File: config.mk
export PLATFORM = sky130hd
export DESIGN_NAME = fetch_top
export DESIGN_NICKNAME = d
export VERILOG_FILES = /design/src/verilog/fetch_pkg.sv /design/src/verilog/btb_port_if.sv /design/src/verilog/btb_update_stage.sv /design/src/verilog/btb_array.sv /design/src/verilog/pc_select.sv /design/src/verilog/fetch_top.sv
export SDC_FILE = /design/constraint.sdc
export NUM_CORES = 2
export LEC_CHECK = 0
export ABC_AREA = 0
export BUFFER_PORTS_ARGS = -buffer_cell sky130_fd_sc_hd__buf_2
export CAP_MARGIN = 20
export CORE_UTILIZATION = 45
export CTS_CLUSTER_SIZE = 10
export DETAILED_ROUTE_END_ITERATION = 6
export SLEW_MARGIN = 40
export SYNTH_ARGS = -nofsm -noshare
export SYNTH_HDL_FRONTEND = slang
export SYNTH_SLANG_ARGS = --single-unit
File: constraint.sdc
create_clock -name clk -period 30 [get_ports clk]
set_input_delay 3 -clock clk [delete_from_list [all_inputs] [get_ports clk]]
set_output_delay 3 -clock clk [all_outputs]
set_load 0.01 [all_outputs]
File: src/verilog/fetch_pkg.sv
// Fetch address definitions

`default_nettype none

package fetch_pkg;

    // ------------------------------------------------------------------------
    // Address split
    // ------------------------------------------------------------------------

    localparam int ADDR_W   = 32;
    localparam int OFFSET_W = 2;
    localparam int INDEX_W  = 3;
    localparam int TAG_W    = 27;
    localparam int NUM_SETS = 8;

    // Index sits right above the byte offset, tag above the index
    localparam int INDEX_LSB = OFFSET_W;
    localparam int TAG_LSB   = OFFSET_W + INDEX_W;

    typedef logic [ADDR_W-1:0]  addr_t;
    typedef logic [INDEX_W-1:0] index_t;
    typedef logic [TAG_W-1:0]   tag_t;

    // Sequential fetch step
    localparam addr_t INSTR_BYTES = 32'd4;

    // ------------------------------------------------------------------------
    // Two-bit saturating counter
    // ------------------------------------------------------------------------

    localparam int CTR_W = 2;

    typedef logic [CTR_W-1:0] ctr_t;

    // Upper bit set means predict taken
    localparam ctr_t CTR_SNT = 2'd0;
    localparam ctr_t CTR_WNT = 2'd1;
    localparam ctr_t CTR_WT  = 2'd2;
    localparam ctr_t CTR_ST  = 2'd3;

    // ------------------------------------------------------------------------
    // BTB entry and set
    // ------------------------------------------------------------------------

    localparam int NUM_WAYS = 2;
    localparam int SPARE_W  = 2;
    localparam int SET_W    = 128;

    // 64-bit entry, spare bits stay zero
    typedef struct packed {
        logic               valid;
        tag_t               tag;
        addr_t              target;
        ctr_t               ctr;
        logic [SPARE_W-1:0] spare;
    } btb_entry_t;

    // One storage word seen either raw or as two ways
    // Way 0 is the upper half
    typedef union packed {
        logic [SET_W-1:0]              raw;
        btb_entry_t [0:NUM_WAYS-1]     ways;
    } btb_set_u;

    // Set index of a byte address
    function automatic index_t pc_index(input addr_t a);
        return a[INDEX_LSB +: INDEX_W];
    endfunction

    // Tag of a byte address
    function automatic tag_t pc_tag(input addr_t a);
        return a[TAG_LSB +: TAG_W];
    endfunction

endpackage

`default_nettype wire

File: src/verilog/btb_port_if.sv
// BTB update port

`timescale 1ns/1ps
`default_nettype none

interface btb_port_if import fetch_pkg::*; ();

    // Update read side
    index_t   upd_index;
    btb_set_u upd_set;
    logic     upd_lru;

    // Registered set write
    logic     wr_en;
    index_t   wr_index;
    btb_set_u wr_set;

    // LRU write for the update index
    logic     lru_wr_en;
    logic     lru_wr_val;

    // Update stage side
    modport upd (
        output upd_index, wr_en, wr_index, wr_set, lru_wr_en, lru_wr_val,
        input  upd_set, upd_lru
    );

    // Storage side
    modport arr (
        input  upd_index, wr_en, wr_index, wr_set, lru_wr_en, lru_wr_val,
        output upd_set, upd_lru
    );

endinterface

`default_nettype wire

File: src/verilog/btb_update_stage.sv
// BTB training stage

`timescale 1ns/1ps
`default_nettype none

module btb_update_stage
    import fetch_pkg::*;
(
    input  logic    clk,
    input  logic    rst,
    input  logic    update_valid,
    input  logic    update_taken,
    input  addr_t   update_pc,
    input  addr_t   update_target,
    btb_port_if.upd port
);

    // Saturating step toward the resolved outcome
    function automatic ctr_t ctr_step(input ctr_t cur, input logic taken);
        ctr_t nxt;
        case (cur)
            CTR_SNT: nxt = taken ? CTR_WNT : CTR_SNT;
            CTR_WNT: nxt = taken ? CTR_WT  : CTR_SNT;
            CTR_WT:  nxt = taken ? CTR_ST  : CTR_WNT;
            default: nxt = taken ? CTR_ST  : CTR_WT;
        endcase
        return nxt;
    endfunction

    index_t     upd_idx;
    tag_t       upd_tag;
    btb_set_u   src_set;
    btb_set_u   merged_set;
    logic [1:0] tag_hit;
    logic       entry_exists;
    logic       ins_way;
    ctr_t       old_ctr;
    ctr_t       new_ctr;

    // Pending write, one cycle behind the update
    logic       wr_en_q;
    index_t     wr_index_q;
    btb_set_u   wr_set_q;

    assign upd_idx = pc_index(update_pc);
    assign upd_tag = pc_tag(update_pc);

    // Stored set for this index comes back from the array
    assign port.upd_index = upd_idx;

    // ------------------------------------------------------------------------
    // Merge
    // ------------------------------------------------------------------------

    always_comb begin
        // A write still in flight to this set is newer than storage
        if (wr_en_q && (wr_index_q == upd_idx)) begin
            src_set = wr_set_q;
        end else begin
            src_set = port.upd_set;
        end

        // Look for the branch in both ways
        for (int w = 0; w < NUM_WAYS; w++) begin
            tag_hit[w] = src_set.ways[w].valid && (src_set.ways[w].tag == upd_tag);
        end
        entry_exists = |tag_hit;

        // Matching way, else the LRU victim
        // LRU bit 1 names way 0
        if (entry_exists) begin
            ins_way = tag_hit[1];
        end else begin
            ins_way = ~port.upd_lru;
        end

        // New branches start strongly not taken before the step
        if (entry_exists) begin
            old_ctr = src_set.ways[ins_way].ctr;
        end else begin
            old_ctr = CTR_SNT;
        end
        new_ctr = ctr_step(old_ctr, update_taken);

        // Other way passes through untouched
        merged_set = src_set;
        merged_set.ways[ins_way].valid  = 1'b1;
        merged_set.ways[ins_way].tag    = upd_tag;
        merged_set.ways[ins_way].target = update_target;
        merged_set.ways[ins_way].ctr    = new_ctr;
        merged_set.ways[ins_way].spare  = '0;
    end

    // Insert flips the victim to the way not just filled
    // Hits on existing entries leave LRU alone
    assign port.lru_wr_en  = update_valid && !entry_exists;
    assign port.lru_wr_val = ins_way;

    // ------------------------------------------------------------------------
    // Write register
    // ------------------------------------------------------------------------

    always_ff @(posedge clk or posedge rst) begin
        if (rst) begin
            wr_en_q <= 1'b0;
        end else begin
            wr_en_q <= update_valid;
        end
    end

    always_ff @(posedge clk) begin
        if (update_valid) begin
            wr_index_q <= upd_idx;
            wr_set_q   <= merged_set;
        end
    end

    assign port.wr_en    = wr_en_q;
    assign port.wr_index = wr_index_q;
    assign port.wr_set   = wr_set_q;

    // Stored set and LRU seen by a training strobe are always known
    a_src_known: assert property (
        @(posedge clk) disable iff (rst)
        update_valid |-> !$isunknown({src_set.raw, port.upd_lru})
    );

endmodule

`default_nettype wire

File: src/verilog/btb_array.sv
// BTB storage and lookup

`timescale 1ns/1ps
`default_nettype none

module btb_array
    import fetch_pkg::*;
(
    input  logic    clk,
    input  logic    rst,
    input  addr_t   pc,
    btb_port_if.arr port,
    output logic    hit,
    output logic    hit_taken,
    output addr_t   hit_target
);

    // Raw set words
    logic [SET_W-1:0]    mem [NUM_SETS];

    // One LRU bit per set
    logic [NUM_SETS-1:0] lru_q;
    logic [NUM_SETS-1:0] lru_d;

    index_t     rd_idx;
    tag_t       rd_tag;
    btb_set_u   rd_set;
    logic [1:0] way_hit;
    ctr_t       hit_ctr;

    // ------------------------------------------------------------------------
    // Storage
    // ------------------------------------------------------------------------

    always_ff @(posedge clk or posedge rst) begin
        if (rst) begin
            for (int i = 0; i < NUM_SETS; i++) begin
                mem[i] <= '0;
            end
        end else if (port.wr_en) begin
            mem[port.wr_index] <= port.wr_set.raw;
        end
    end

    // Update side read, no forwarding here
    assign port.upd_set.raw = mem[port.upd_index];
    assign port.upd_lru     = lru_q[port.upd_index];

    // ------------------------------------------------------------------------
    // Lookup
    // ------------------------------------------------------------------------

    assign rd_idx = pc_index(pc);
    assign rd_tag = pc_tag(pc);

    always_comb begin
        // Write landing this cycle is seen right away
        if (port.wr_en && (port.wr_index == rd_idx)) begin
            rd_set.raw = port.wr_set.raw;
        end else begin
            rd_set.raw = mem[rd_idx];
        end

        for (int w = 0; w < NUM_WAYS; w++) begin
            way_hit[w] = rd_set.ways[w].valid && (rd_set.ways[w].tag == rd_tag);
        end

        hit = |way_hit;

        // Way 0 first, duplicates do not occur
        if (way_hit[0]) begin
            hit_ctr    = rd_set.ways[0].ctr;
            hit_target = rd_set.ways[0].target;
        end else if (way_hit[1]) begin
            hit_ctr    = rd_set.ways[1].ctr;
            hit_target = rd_set.ways[1].target;
        end else begin
            hit_ctr    = CTR_SNT;
            hit_target = rd_set.ways[1].target;
        end

        // Upper counter bit
        hit_taken = hit_ctr[CTR_W-1];
    end

    // ------------------------------------------------------------------------
    // LRU
    // ------------------------------------------------------------------------

    always_comb begin
        lru_d = lru_q;

        // Hit in way 1 makes way 0 the victim and the other way round
        if (hit) begin
            lru_d[rd_idx] = way_hit[1];
        end

        // Update applied last so it wins on a shared set
        if (port.lru_wr_en) begin
            lru_d[port.upd_index] = port.lru_wr_val;
        end
    end

    always_ff @(posedge clk or posedge rst) begin
        if (rst) begin
            lru_q <= '0;
        end else begin
            lru_q <= lru_d;
        end
    end

    // Storage, forwarding and PC all settle to known values
    a_hit_known: assert property (
        @(posedge clk) disable iff (rst)
        !$isunknown(hit)
    );

endmodule

`default_nettype wire

File: src/verilog/pc_select.sv
// Program counter and next PC

`timescale 1ns/1ps
`default_nettype none

module pc_select
    import fetch_pkg::*;
(
    input  logic  clk,
    input  logic  rst,
    input  logic  pc_en,
    input  logic  redirect_valid,
    input  logic  hit,
    input  logic  hit_taken,
    input  addr_t redirect_pc,
    input  addr_t hit_target,
    output addr_t pc,
    output addr_t pred_target,
    output logic  pred_taken
);

    addr_t next_pc;

    // ------------------------------------------------------------------------
    // Prediction
    // ------------------------------------------------------------------------

    // Only a hit with a taken counter steers fetch
    assign pred_taken = hit && hit_taken;

    // Fall through when not predicted taken
    assign pred_target = pred_taken ? hit_target : pc + INSTR_BYTES;

    // Execute redirect beats any prediction
    assign next_pc = redirect_valid ? redirect_pc : pred_target;

    // ------------------------------------------------------------------------
    // PC register
    // ------------------------------------------------------------------------

    // Stall holds the current PC
    always_ff @(posedge clk or posedge rst) begin
        if (rst) begin
            pc <= '0;
        end else if (pc_en) begin
            pc <= next_pc;
        end
    end

    // Redirects and stored targets keep fetch on word boundaries
    a_pc_aligned: assert property (
        @(posedge clk) disable iff (rst)
        pc[OFFSET_W-1:0] == '0
    );

endmodule

`default_nettype wire

File: src/verilog/fetch_top.sv
// Fetch address top

`timescale 1ns/1ps
`default_nettype none

module fetch_top
    import fetch_pkg::*;
(
    input  logic  clk,
    input  logic  rst,
    input  logic  pc_en,
    input  logic  redirect_valid,
    input  addr_t redirect_pc,
    input  logic  update_valid,
    input  logic  update_taken,
    input  addr_t update_pc,
    input  addr_t update_target,
    output addr_t pc,
    output logic  pred_taken,
    output addr_t pred_target
);

    // Lookup result from the array
    logic  hit;
    logic  hit_taken;
    addr_t hit_target;

    // Update stage to array link
    btb_port_if u_port ();

    // Training from resolved branches
    btb_update_stage u_update (
        .clk           (clk),
        .rst           (rst),
        .update_valid  (update_valid),
        .update_taken  (update_taken),
        .update_pc     (update_pc),
        .update_target (update_target),
        .port          (u_port)
    );

    // Sets, LRU and lookup on the current PC
    btb_array u_array (
        .clk        (clk),
        .rst        (rst),
        .pc         (pc),
        .port       (u_port),
        .hit        (hit),
        .hit_taken  (hit_taken),
        .hit_target (hit_target)
    );

    // PC register and next PC choice
    pc_select u_pc (
        .clk            (clk),
        .rst            (rst),
        .pc_en          (pc_en),
        .redirect_valid (redirect_valid),
        .hit            (hit),
        .hit_taken      (hit_taken),
        .redirect_pc    (redirect_pc),
        .hit_target     (hit_target),
        .pc             (pc),
        .pred_target    (pred_target),
        .pred_taken     (pred_taken)
    );

endmodule

`default_nettype wire

Word-level counts from Yosys, hierarchy flattened
Index checks and enable logic that the tools add are counted.

Word-level logic and storage cells: 104. Bits of input ports: 102. Latch bits: 0. Memory bits (writable): 0. Bits in read-only memories: 0. Memories: 0. Output and inout bits: 65. Register bits: 1196.

Reduce and logical (&&, ||, !) cells: 16. Equal/unequal tests: 8. Multiply operators: 0. Order comparisons: 10. Bitwise logic cells: 5. Add/sub/neg operators: 1. Div/mod/pow operators: 0. Mux-type cells: 51. Shifts and indexed selects: 0.

Operators with widths (count): 1024-bit bitwise mux (1); 128-bit two-way mux (7); 128-bit binary-select mux with 3-bit select (2); 128-bit bitwise mux (5); 128-bit demux with 3-bit select (1); 64-bit demux with 1-bit select (5); 27-bit == test (4); 32-bit two-way mux (3); 64-bit two-way mux (1); 63-bit two-way mux (1); 36-bit two-way mux (1); 32-bit by 3-bit adder with 32-bit output, second input constant (1); 8-bit bitwise mux (2); 4-bit two-way mux (4); 8-bit two-way mux (2); 4-bit >= comparator, second input constant (3); 1-bit logical AND (12); 2-bit two-way mux (6); 3-bit inverter with 4-bit output (3); 3-bit by 4-bit less-than comparator with 1-bit output, second input constant (2); 1-bit demux with 3-bit select (2); 3-bit == test (2); 3-bit by 1-bit >= comparator with 1-bit output, second input constant (2); 1-bit two-way mux (6); 12 further kinds (13).

Logic depth before layout (Yosys ltp)
Depth in word-level cells: 19. Gate-level depth with buffers: 21. Mapped depth without buffers: 11.

Hierarchy
Synthesis repeated with hierarchy kept, for this count alone.

Cells, all modules: 5024. Area, all modules: 65930.7 sq um.

Modules (own cells, without submodules): btb_array (instances 1, cells each 3855, area an instance 55310.5 sq um, sequential area each 25824.8 sq um); btb_update_stage (instances 1, cells each 825, area an instance 7995.2 sq um, sequential area each 3958.8 sq um); pc_select (instances 1, cells each 344, area an instance 2625.0 sq um, sequential area each 800.8 sq um).

Least setup slack after synthesis
Ideal clock, no wire load.

Kind: input -> register. Start point: in update_pc[4]. End point: reg u_update.wr_set_q, in the netlist u_update.port.wr_set[10], enable pin. Stages: 15. Path slack: 21274 ps. Buffers on the path: 5. Arrival: 8255 ps. Library setup time: 471 ps. Data required time: 29529 ps. Path through: buf_6 buf_6 buf_2 buf_1 mux4_2 mux2i_1 nor2_1 a21oi_1 xnor2_1 nor4_1 nand4_1 nor4_2 nor2_1 clkbuf_1 a21boi_0.

RTL lines: start, declared (line fetch_top.sv:16) `input addr_t update_pc,`; end signal, assigned (line btb_update_stage.sv:114) `wr_set_q <= merged_set;`; end, declared (line btb_update_stage.sv:43) `btb_set_u wr_set_q;`.

Final worst setup path
Start point: reg u_pc.pc[2]. End point: out pred_target[28].

Longest elaborated chain between the ends: 11. Elaborated cells on any way between the ends: 18. Classes of those cells: add/sub (1); eq/ne (3); mux (8); bitwise (1); reduce/logical (5).

Ends and longest elaborated chain: start, declared (line pc_select.sv:17) `output addr_t pc,`; start signal, assigned (line pc_select.sv:46) `pc <= next_pc;`; 3-bit inverter with 4-bit output (not written as such) (line btb_array.sv:61) `rd_set.raw = mem[rd_idx];`; 128-bit binary-select mux with 3-bit select (line btb_array.sv:61); 128-bit two-way mux (not written as such) (2 in a row) (line btb_array.sv:61); 128-bit two-way mux (line btb_array.sv:58) `if (port.wr_en && (port.wr_index == rd_idx)) begin`; 27-bit == test (line btb_array.sv:65) `way_hit[w] = rd_set.ways[w].valid && (rd_set.ways[w].tag == rd_tag);`; 1-bit logical AND (line btb_array.sv:65); 2-bit two-way mux (line btb_array.sv:74) `end else if (way_hit[1]) begin`; 2-bit two-way mux (line btb_array.sv:71) `if (way_hit[0]) begin`; 1-bit logical AND (line pc_select.sv:29) `assign pred_taken = hit && hit_taken;`; 32-bit two-way mux (*) (line pc_select.sv:32) `assign pred_target = pred_taken ? hit_target : pc + INSTR_BYTES;`; end, declared (line fetch_top.sv:20) `output addr_t pred_target`.

Every way passes the cells marked *; elsewhere a longest branch is shown, timed or not. The select of a mux whose other input is x is not followed.

==> impl_results.html <==
<table>
<tr><th>Metric</th><th>Value</th></tr>
<tr><th colspan="2">Finish</th></tr>
<tr><td>Number of nets in the layout</td><td>5279</td></tr>
<tr><td>Core Util, Final</td><td>50.6%</td></tr>
<tr><td>Area growth from synthesis to final layout</td><td>11.1%</td></tr>
<tr><td>Finished layout cell area</td><td>0.0688 mm²</td></tr>
<tr><td>Share of post-route cells with drive strength above 1</td><td>34.1%</td></tr>
<tr><td>Post-layout instance count excluding filler cells</td><td>7050</td></tr>
<tr><td>Most frequent standard cell in the layout excluding fill and tap cells</td><td>mux2_2</td></tr>
<tr><td>Commonest cells after routing, fill and taps aside</td><td>mux2_2, dfrtp_1, nand2_1, o22ai_1, o21ai_0</td></tr>
<tr><th colspan="2">STA</th></tr>
<tr><td>Tcrit/Tclk final</td><td>38.0%</td></tr>
<tr><td># setup viols final</td><td>0</td></tr>
<tr><td>Maximum achievable frequency</td><td>87.7 MHz</td></tr>
<tr><td>Max-slew violation count</td><td>0</td></tr>
<tr><td>Crit path time final</td><td>11.41 ns</td></tr>
<tr><td>Unrepaired setup endpoints after global routing</td><td>false</td></tr>
<tr><td>Hold slack</td><td>0.500 ns</td></tr>
<tr><td>Max-slew headroom at the worst pin</td><td>36.7%</td></tr>
<tr><td>Setup Total Neg Slack</td><td>0 ns</td></tr>
<tr><td>Final setup skew</td><td>0.0391 ns</td></tr>
<tr><td>Number of hold-slack violations in the final timing report</td><td>0</td></tr>
<tr><td>Pin slew with the least headroom to its limit</td><td>0.940 ns</td></tr>
<tr><td>Setup ws final</td><td>18.59 ns</td></tr>
<tr><th colspan="2">Yosys</th></tr>
<tr><td>Share of the synthesized area in the top cell type</td><td>41.7%</td></tr>
<tr><td>Synth area leaders</td><td>dfrtp_1, mux2_2, edfxtp_1</td></tr>
<tr><td>EDFF count, synth</td><td>127</td></tr>
<tr><td>Post-synth net total</td><td>5310</td></tr>
<tr><td>Yosys warnings</td><td>0</td></tr>
<tr><td>Post-synthesis cell area</td><td>0.0620 mm²</td></tr>
<tr><td>Main synth FF type</td><td>dfrtp_1</td></tr>
<tr><td>Fraction of registers with async set or reset after synthesis</td><td>89.1%</td></tr>
<tr><td>Post-synthesis sequential element count</td><td>1160</td></tr>
<tr><td>Synth Instances</td><td>5207</td></tr>
<tr><td>Per-instance average area after synthesis</td><td>11.9 µm²</td></tr>
<tr><td>Sequential share of the synthesized area</td><td>47.9%</td></tr>
<tr><td>Yosys top cell by area</td><td>dfrtp_1</td></tr>
<tr><td>Distinct cells, synth</td><td>85</td></tr>
<tr><th colspan="2">Route</th></tr>
<tr><td>Via count</td><td>48600</td></tr>
<tr><td>Final wirelength</td><td>237 mm</td></tr>
<tr><td>DR vias/cell</td><td>6.90</td></tr>
<tr><td>DRC violation total after the first TritonRoute iteration</td><td>6360</td></tr>
<tr><td>First-pass iteration count of the detailed router</td><td>6</td></tr>
<tr><td>Post-route antenna net violation count</td><td>0</td></tr>
<tr><td>Number of remaining DRC errors</td><td>0</td></tr>
<tr><td>Routed length per instance</td><td>33.6 µm</td></tr>
<tr><th colspan="2">Worst setup path</th></tr>
<tr><td>Endpoint of the worst register-to-register path</td><td>u_pc.pc[30]$_DFFE_PP0P_</td></tr>
<tr><td>Setup CP Type</td><td>reg -&gt; out</td></tr>
<tr><td>Worst-path fanout max</td><td>51</td></tr>
<tr><td>Crit path DAT</td><td>8.41 ns</td></tr>
<tr><td>Data required time at the worst endpoint</td><td>27.00 ns</td></tr>
<tr><td>Startpoint Class</td><td>flip-flop</td></tr>
<tr><td>Critical Path Sink Type</td><td>primary output</td></tr>
<tr><td>Critical R2R Launch</td><td>u_pc.pc[2]$_DFFE_PP0P_</td></tr>
<tr><td>R2R cell count</td><td>14</td></tr>
<tr><td>Flop2flop setup slack</td><td>22.34 ns</td></tr>
<tr><th colspan="2">Floorplan</th></tr>
<tr><td>Die H</td><td>373 µm</td></tr>
<tr><td>Top-level I/O count</td><td>167</td></tr>
<tr><td>Total Die Area</td><td>0.139 mm²</td></tr>
<tr><td>Effective utilization at floorplan</td><td>45.6%</td></tr>
<tr><td>Area inside the core boundary</td><td>0.136 mm²</td></tr>
<tr><td>Num rows</td><td>135</td></tr>
<tr><td>Die Span X</td><td>373 µm</td></tr>
<tr><th colspan="2">Clock tree</th></tr>
<tr><td>Post-CTS Hold Buffers</td><td>0</td></tr>
<tr><td>TritonCTS sink count</td><td>1160</td></tr>
<tr><td>TritonCTS clock tree</td><td>yes</td></tr>
<tr><td>Clock slew seen by the registers of the worst setup and hold paths</td><td>0.06 ns</td></tr>
<tr><td>Number of setup buffers added after CTS</td><td>0</td></tr>
<tr><td>CTS max path bufs</td><td>3</td></tr>
<tr><td>Gates resized, CTS repair</td><td>0</td></tr>
<tr><td>H-Tree Level Count</td><td>4</td></tr>
<tr><td>Root Buffer Master</td><td>clkbuf_16</td></tr>
<tr><td>Clock insertion delay at the later pin of the skew report</td><td>0.81 ns</td></tr>
<tr><td>TritonCTS Buffers</td><td>137</td></tr>
<tr><th colspan="2">Global route</th></tr>
<tr><td>Maximum number of pins on one net before global-route repair</td><td>147</td></tr>
<tr><td>Wire length of the first global-routing pass</td><td>342 mm</td></tr>
<tr><td>Vias in the first global route</td><td>47800</td></tr>
<tr><td>Overall track demand over capacity in global routing</td><td>33.5%</td></tr>
<tr><td>Initial antenna violation count</td><td>11</td></tr>
<tr><td>Global route overflow</td><td>0</td></tr>
<tr><th colspan="2">Placement</th></tr>
<tr><td>Half-perimeter wire length after detailed placement</td><td>140 mm</td></tr>
<tr><td>Post-placement worst setup slack</td><td>19.69 ns</td></tr>
<tr><td>Instance count after placement with tap cells included</td><td>6813</td></tr>
<tr><td>Placed cell area</td><td>0.0646 mm²</td></tr>
<tr><td>Buffers added on ports</td><td>164</td></tr>
<tr><td>Weighted congestion at the end of routability-driven global placement</td><td>0.964</td></tr>
<tr><th colspan="2">Run</th></tr>
<tr><td>Number of max-cap violations</td><td>0</td></tr>
<tr><th colspan="2">Hold path</th></tr>
<tr><td>Hold Startpoint</td><td>u_array.mem[302]$_DFFE_PP0P_</td></tr>
<tr><td>Path type of the worst min-delay path</td><td>reg -&gt; reg</td></tr>
<tr><td>Hold depth</td><td>2</td></tr>
<tr><td>Endpoint of the worst hold path</td><td>u_array.mem[302]$_DFFE_PP0P_</td></tr>
<tr><th colspan="2">Pwr</th></tr>
<tr><td>Reported leakage power</td><td>28.0 nW</td></tr>
<tr><td>Power per unit of standard cell area</td><td>93.6 mW/mm²</td></tr>
<tr><td>Peak supply drop</td><td>0.0000569 V</td></tr>
<tr><td>Total Power Consumption</td><td>6.45 mW</td></tr>
<tr><th colspan="2">Run status</th></tr>
<tr><td>Outcome</td><td>completed</td></tr>
</table>
sequential cells by signal (all words and copies together) (netlist names):
name	flops
u_update.port.wr_index	3
u_update.port.wr_en	1
u_pc.pc	32
u_array.lru_q	8
u_update.port.wr_set	124
u_array.mem	992
worst max-delay path by stage:
stage	startpoint	to	slack [ns]	cells past startpoint
6_report	u_pc.pc[2]$_DFFE_PP0P_	pred_target[28]	18.59	14
3_3_place_gp	u_pc.pc[2]$_DFFE_PP0P_	pred_target[30]	19.54	14
3_5_place_dp	u_pc.pc[2]$_DFFE_PP0P_	pred_target[28]	19.69	14
5_1_grt	u_pc.pc[2]$_DFFE_PP0P_	pred_target[28]	18.52	14
2_1_floorplan	rst	u_array.lru_q[0]$_DFF_PP0_	12.76	1
4_1_cts	u_pc.pc[2]$_DFFE_PP0P_	pred_target[28]	18.84	14
cell usage after synthesis (23+ instances only):
| master | n |
|---|---|
| o21a_1 | 34 |
| clkbuf_1 | 312 |
| mux4_2 | 130 |
| xnor2_1 | 96 |
| nor3_1 | 46 |
| nor4_1 | 24 |
| o21ai_1 | 44 |
| o21ai_0 | 218 |
| buf_4 | 23 |
| nand4_1 | 55 |
| nand3_1 | 73 |
| nand2_1 | 309 |
| o22a_1 | 24 |
| buf_2 | 69 |
| or3_1 | 38 |
| mux2i_1 | 136 |
| nor2_1 | 160 |
| buf_1 | 66 |
| mux2_2 | 1097 |
| a22oi_1 | 118 |
| o221ai_1 | 86 |
| inv_1 | 73 |
| dfrtp_1 | 1033 |
| a221oi_1 | 83 |
| edfxtp_1 | 127 |
| a21oi_1 | 89 |
| o22ai_1 | 269 |
| a22o_1 | 26 |
where the power goes:
group          internal [mW]  switching (mW)
logic                   1.03            1.01
clock network          0.898           0.680
registers               2.25           0.584
logic make-up after synthesis:
| family | synth area share (%) |
|---|---|
| AOI/OAI and AO/OA | 13.2 |
| adders and majority gates | 0.0364 |
| and+or+nand+nor | 6.37 |
| buffers and inverters | 3.90 |
| muxes | 27.0 |
| DFF | 47.9 |
| xor gates and xnor gates | 1.67 |
per-layer routing:
metal	part of all wire, %	vias to the layer above	global-route usage [%]	wire, µm
met5	0.046	-	0	108
met4	5.5	10	17.8	13000
met3	11	710	9.75	26800
met2	44	2926	49.5	103000
met1	40	25200	44.4	94000
li1	-	19800	-	-
cell type report:
type / count / area (µm²)
Multi-Input combinational cell: 3481 / 30200
Inverter: 75 / 287
Antenna cell: 3 / 7.51
Tap cell: 1781 / 2230
Sequential cell: 1160 / 29700
Timing Repair Buffer: 321 / 2390
Fill cell: 12000 / 67100
Clock buffer: 221 / 3960
Clock inverter: 8 / 92.6
critical path, stage by stage (launching register included):
cell	delay, ns
dfrtp_4	0.54
buf_4	0.59
buf_4	0.67
or2_2	0.55
a2bb2oi_1	0.19
o22ai_1	0.09
o31ai_1	0.63
xor2_1	0.24
or4_1	0.54
or4_4	0.82
mux2i_4	0.73
buf_4	0.40
buf_4	0.49
mux2i_1	0.79
buf_2	0.26
Note: power is estimated with default switching activity, not from simulation.
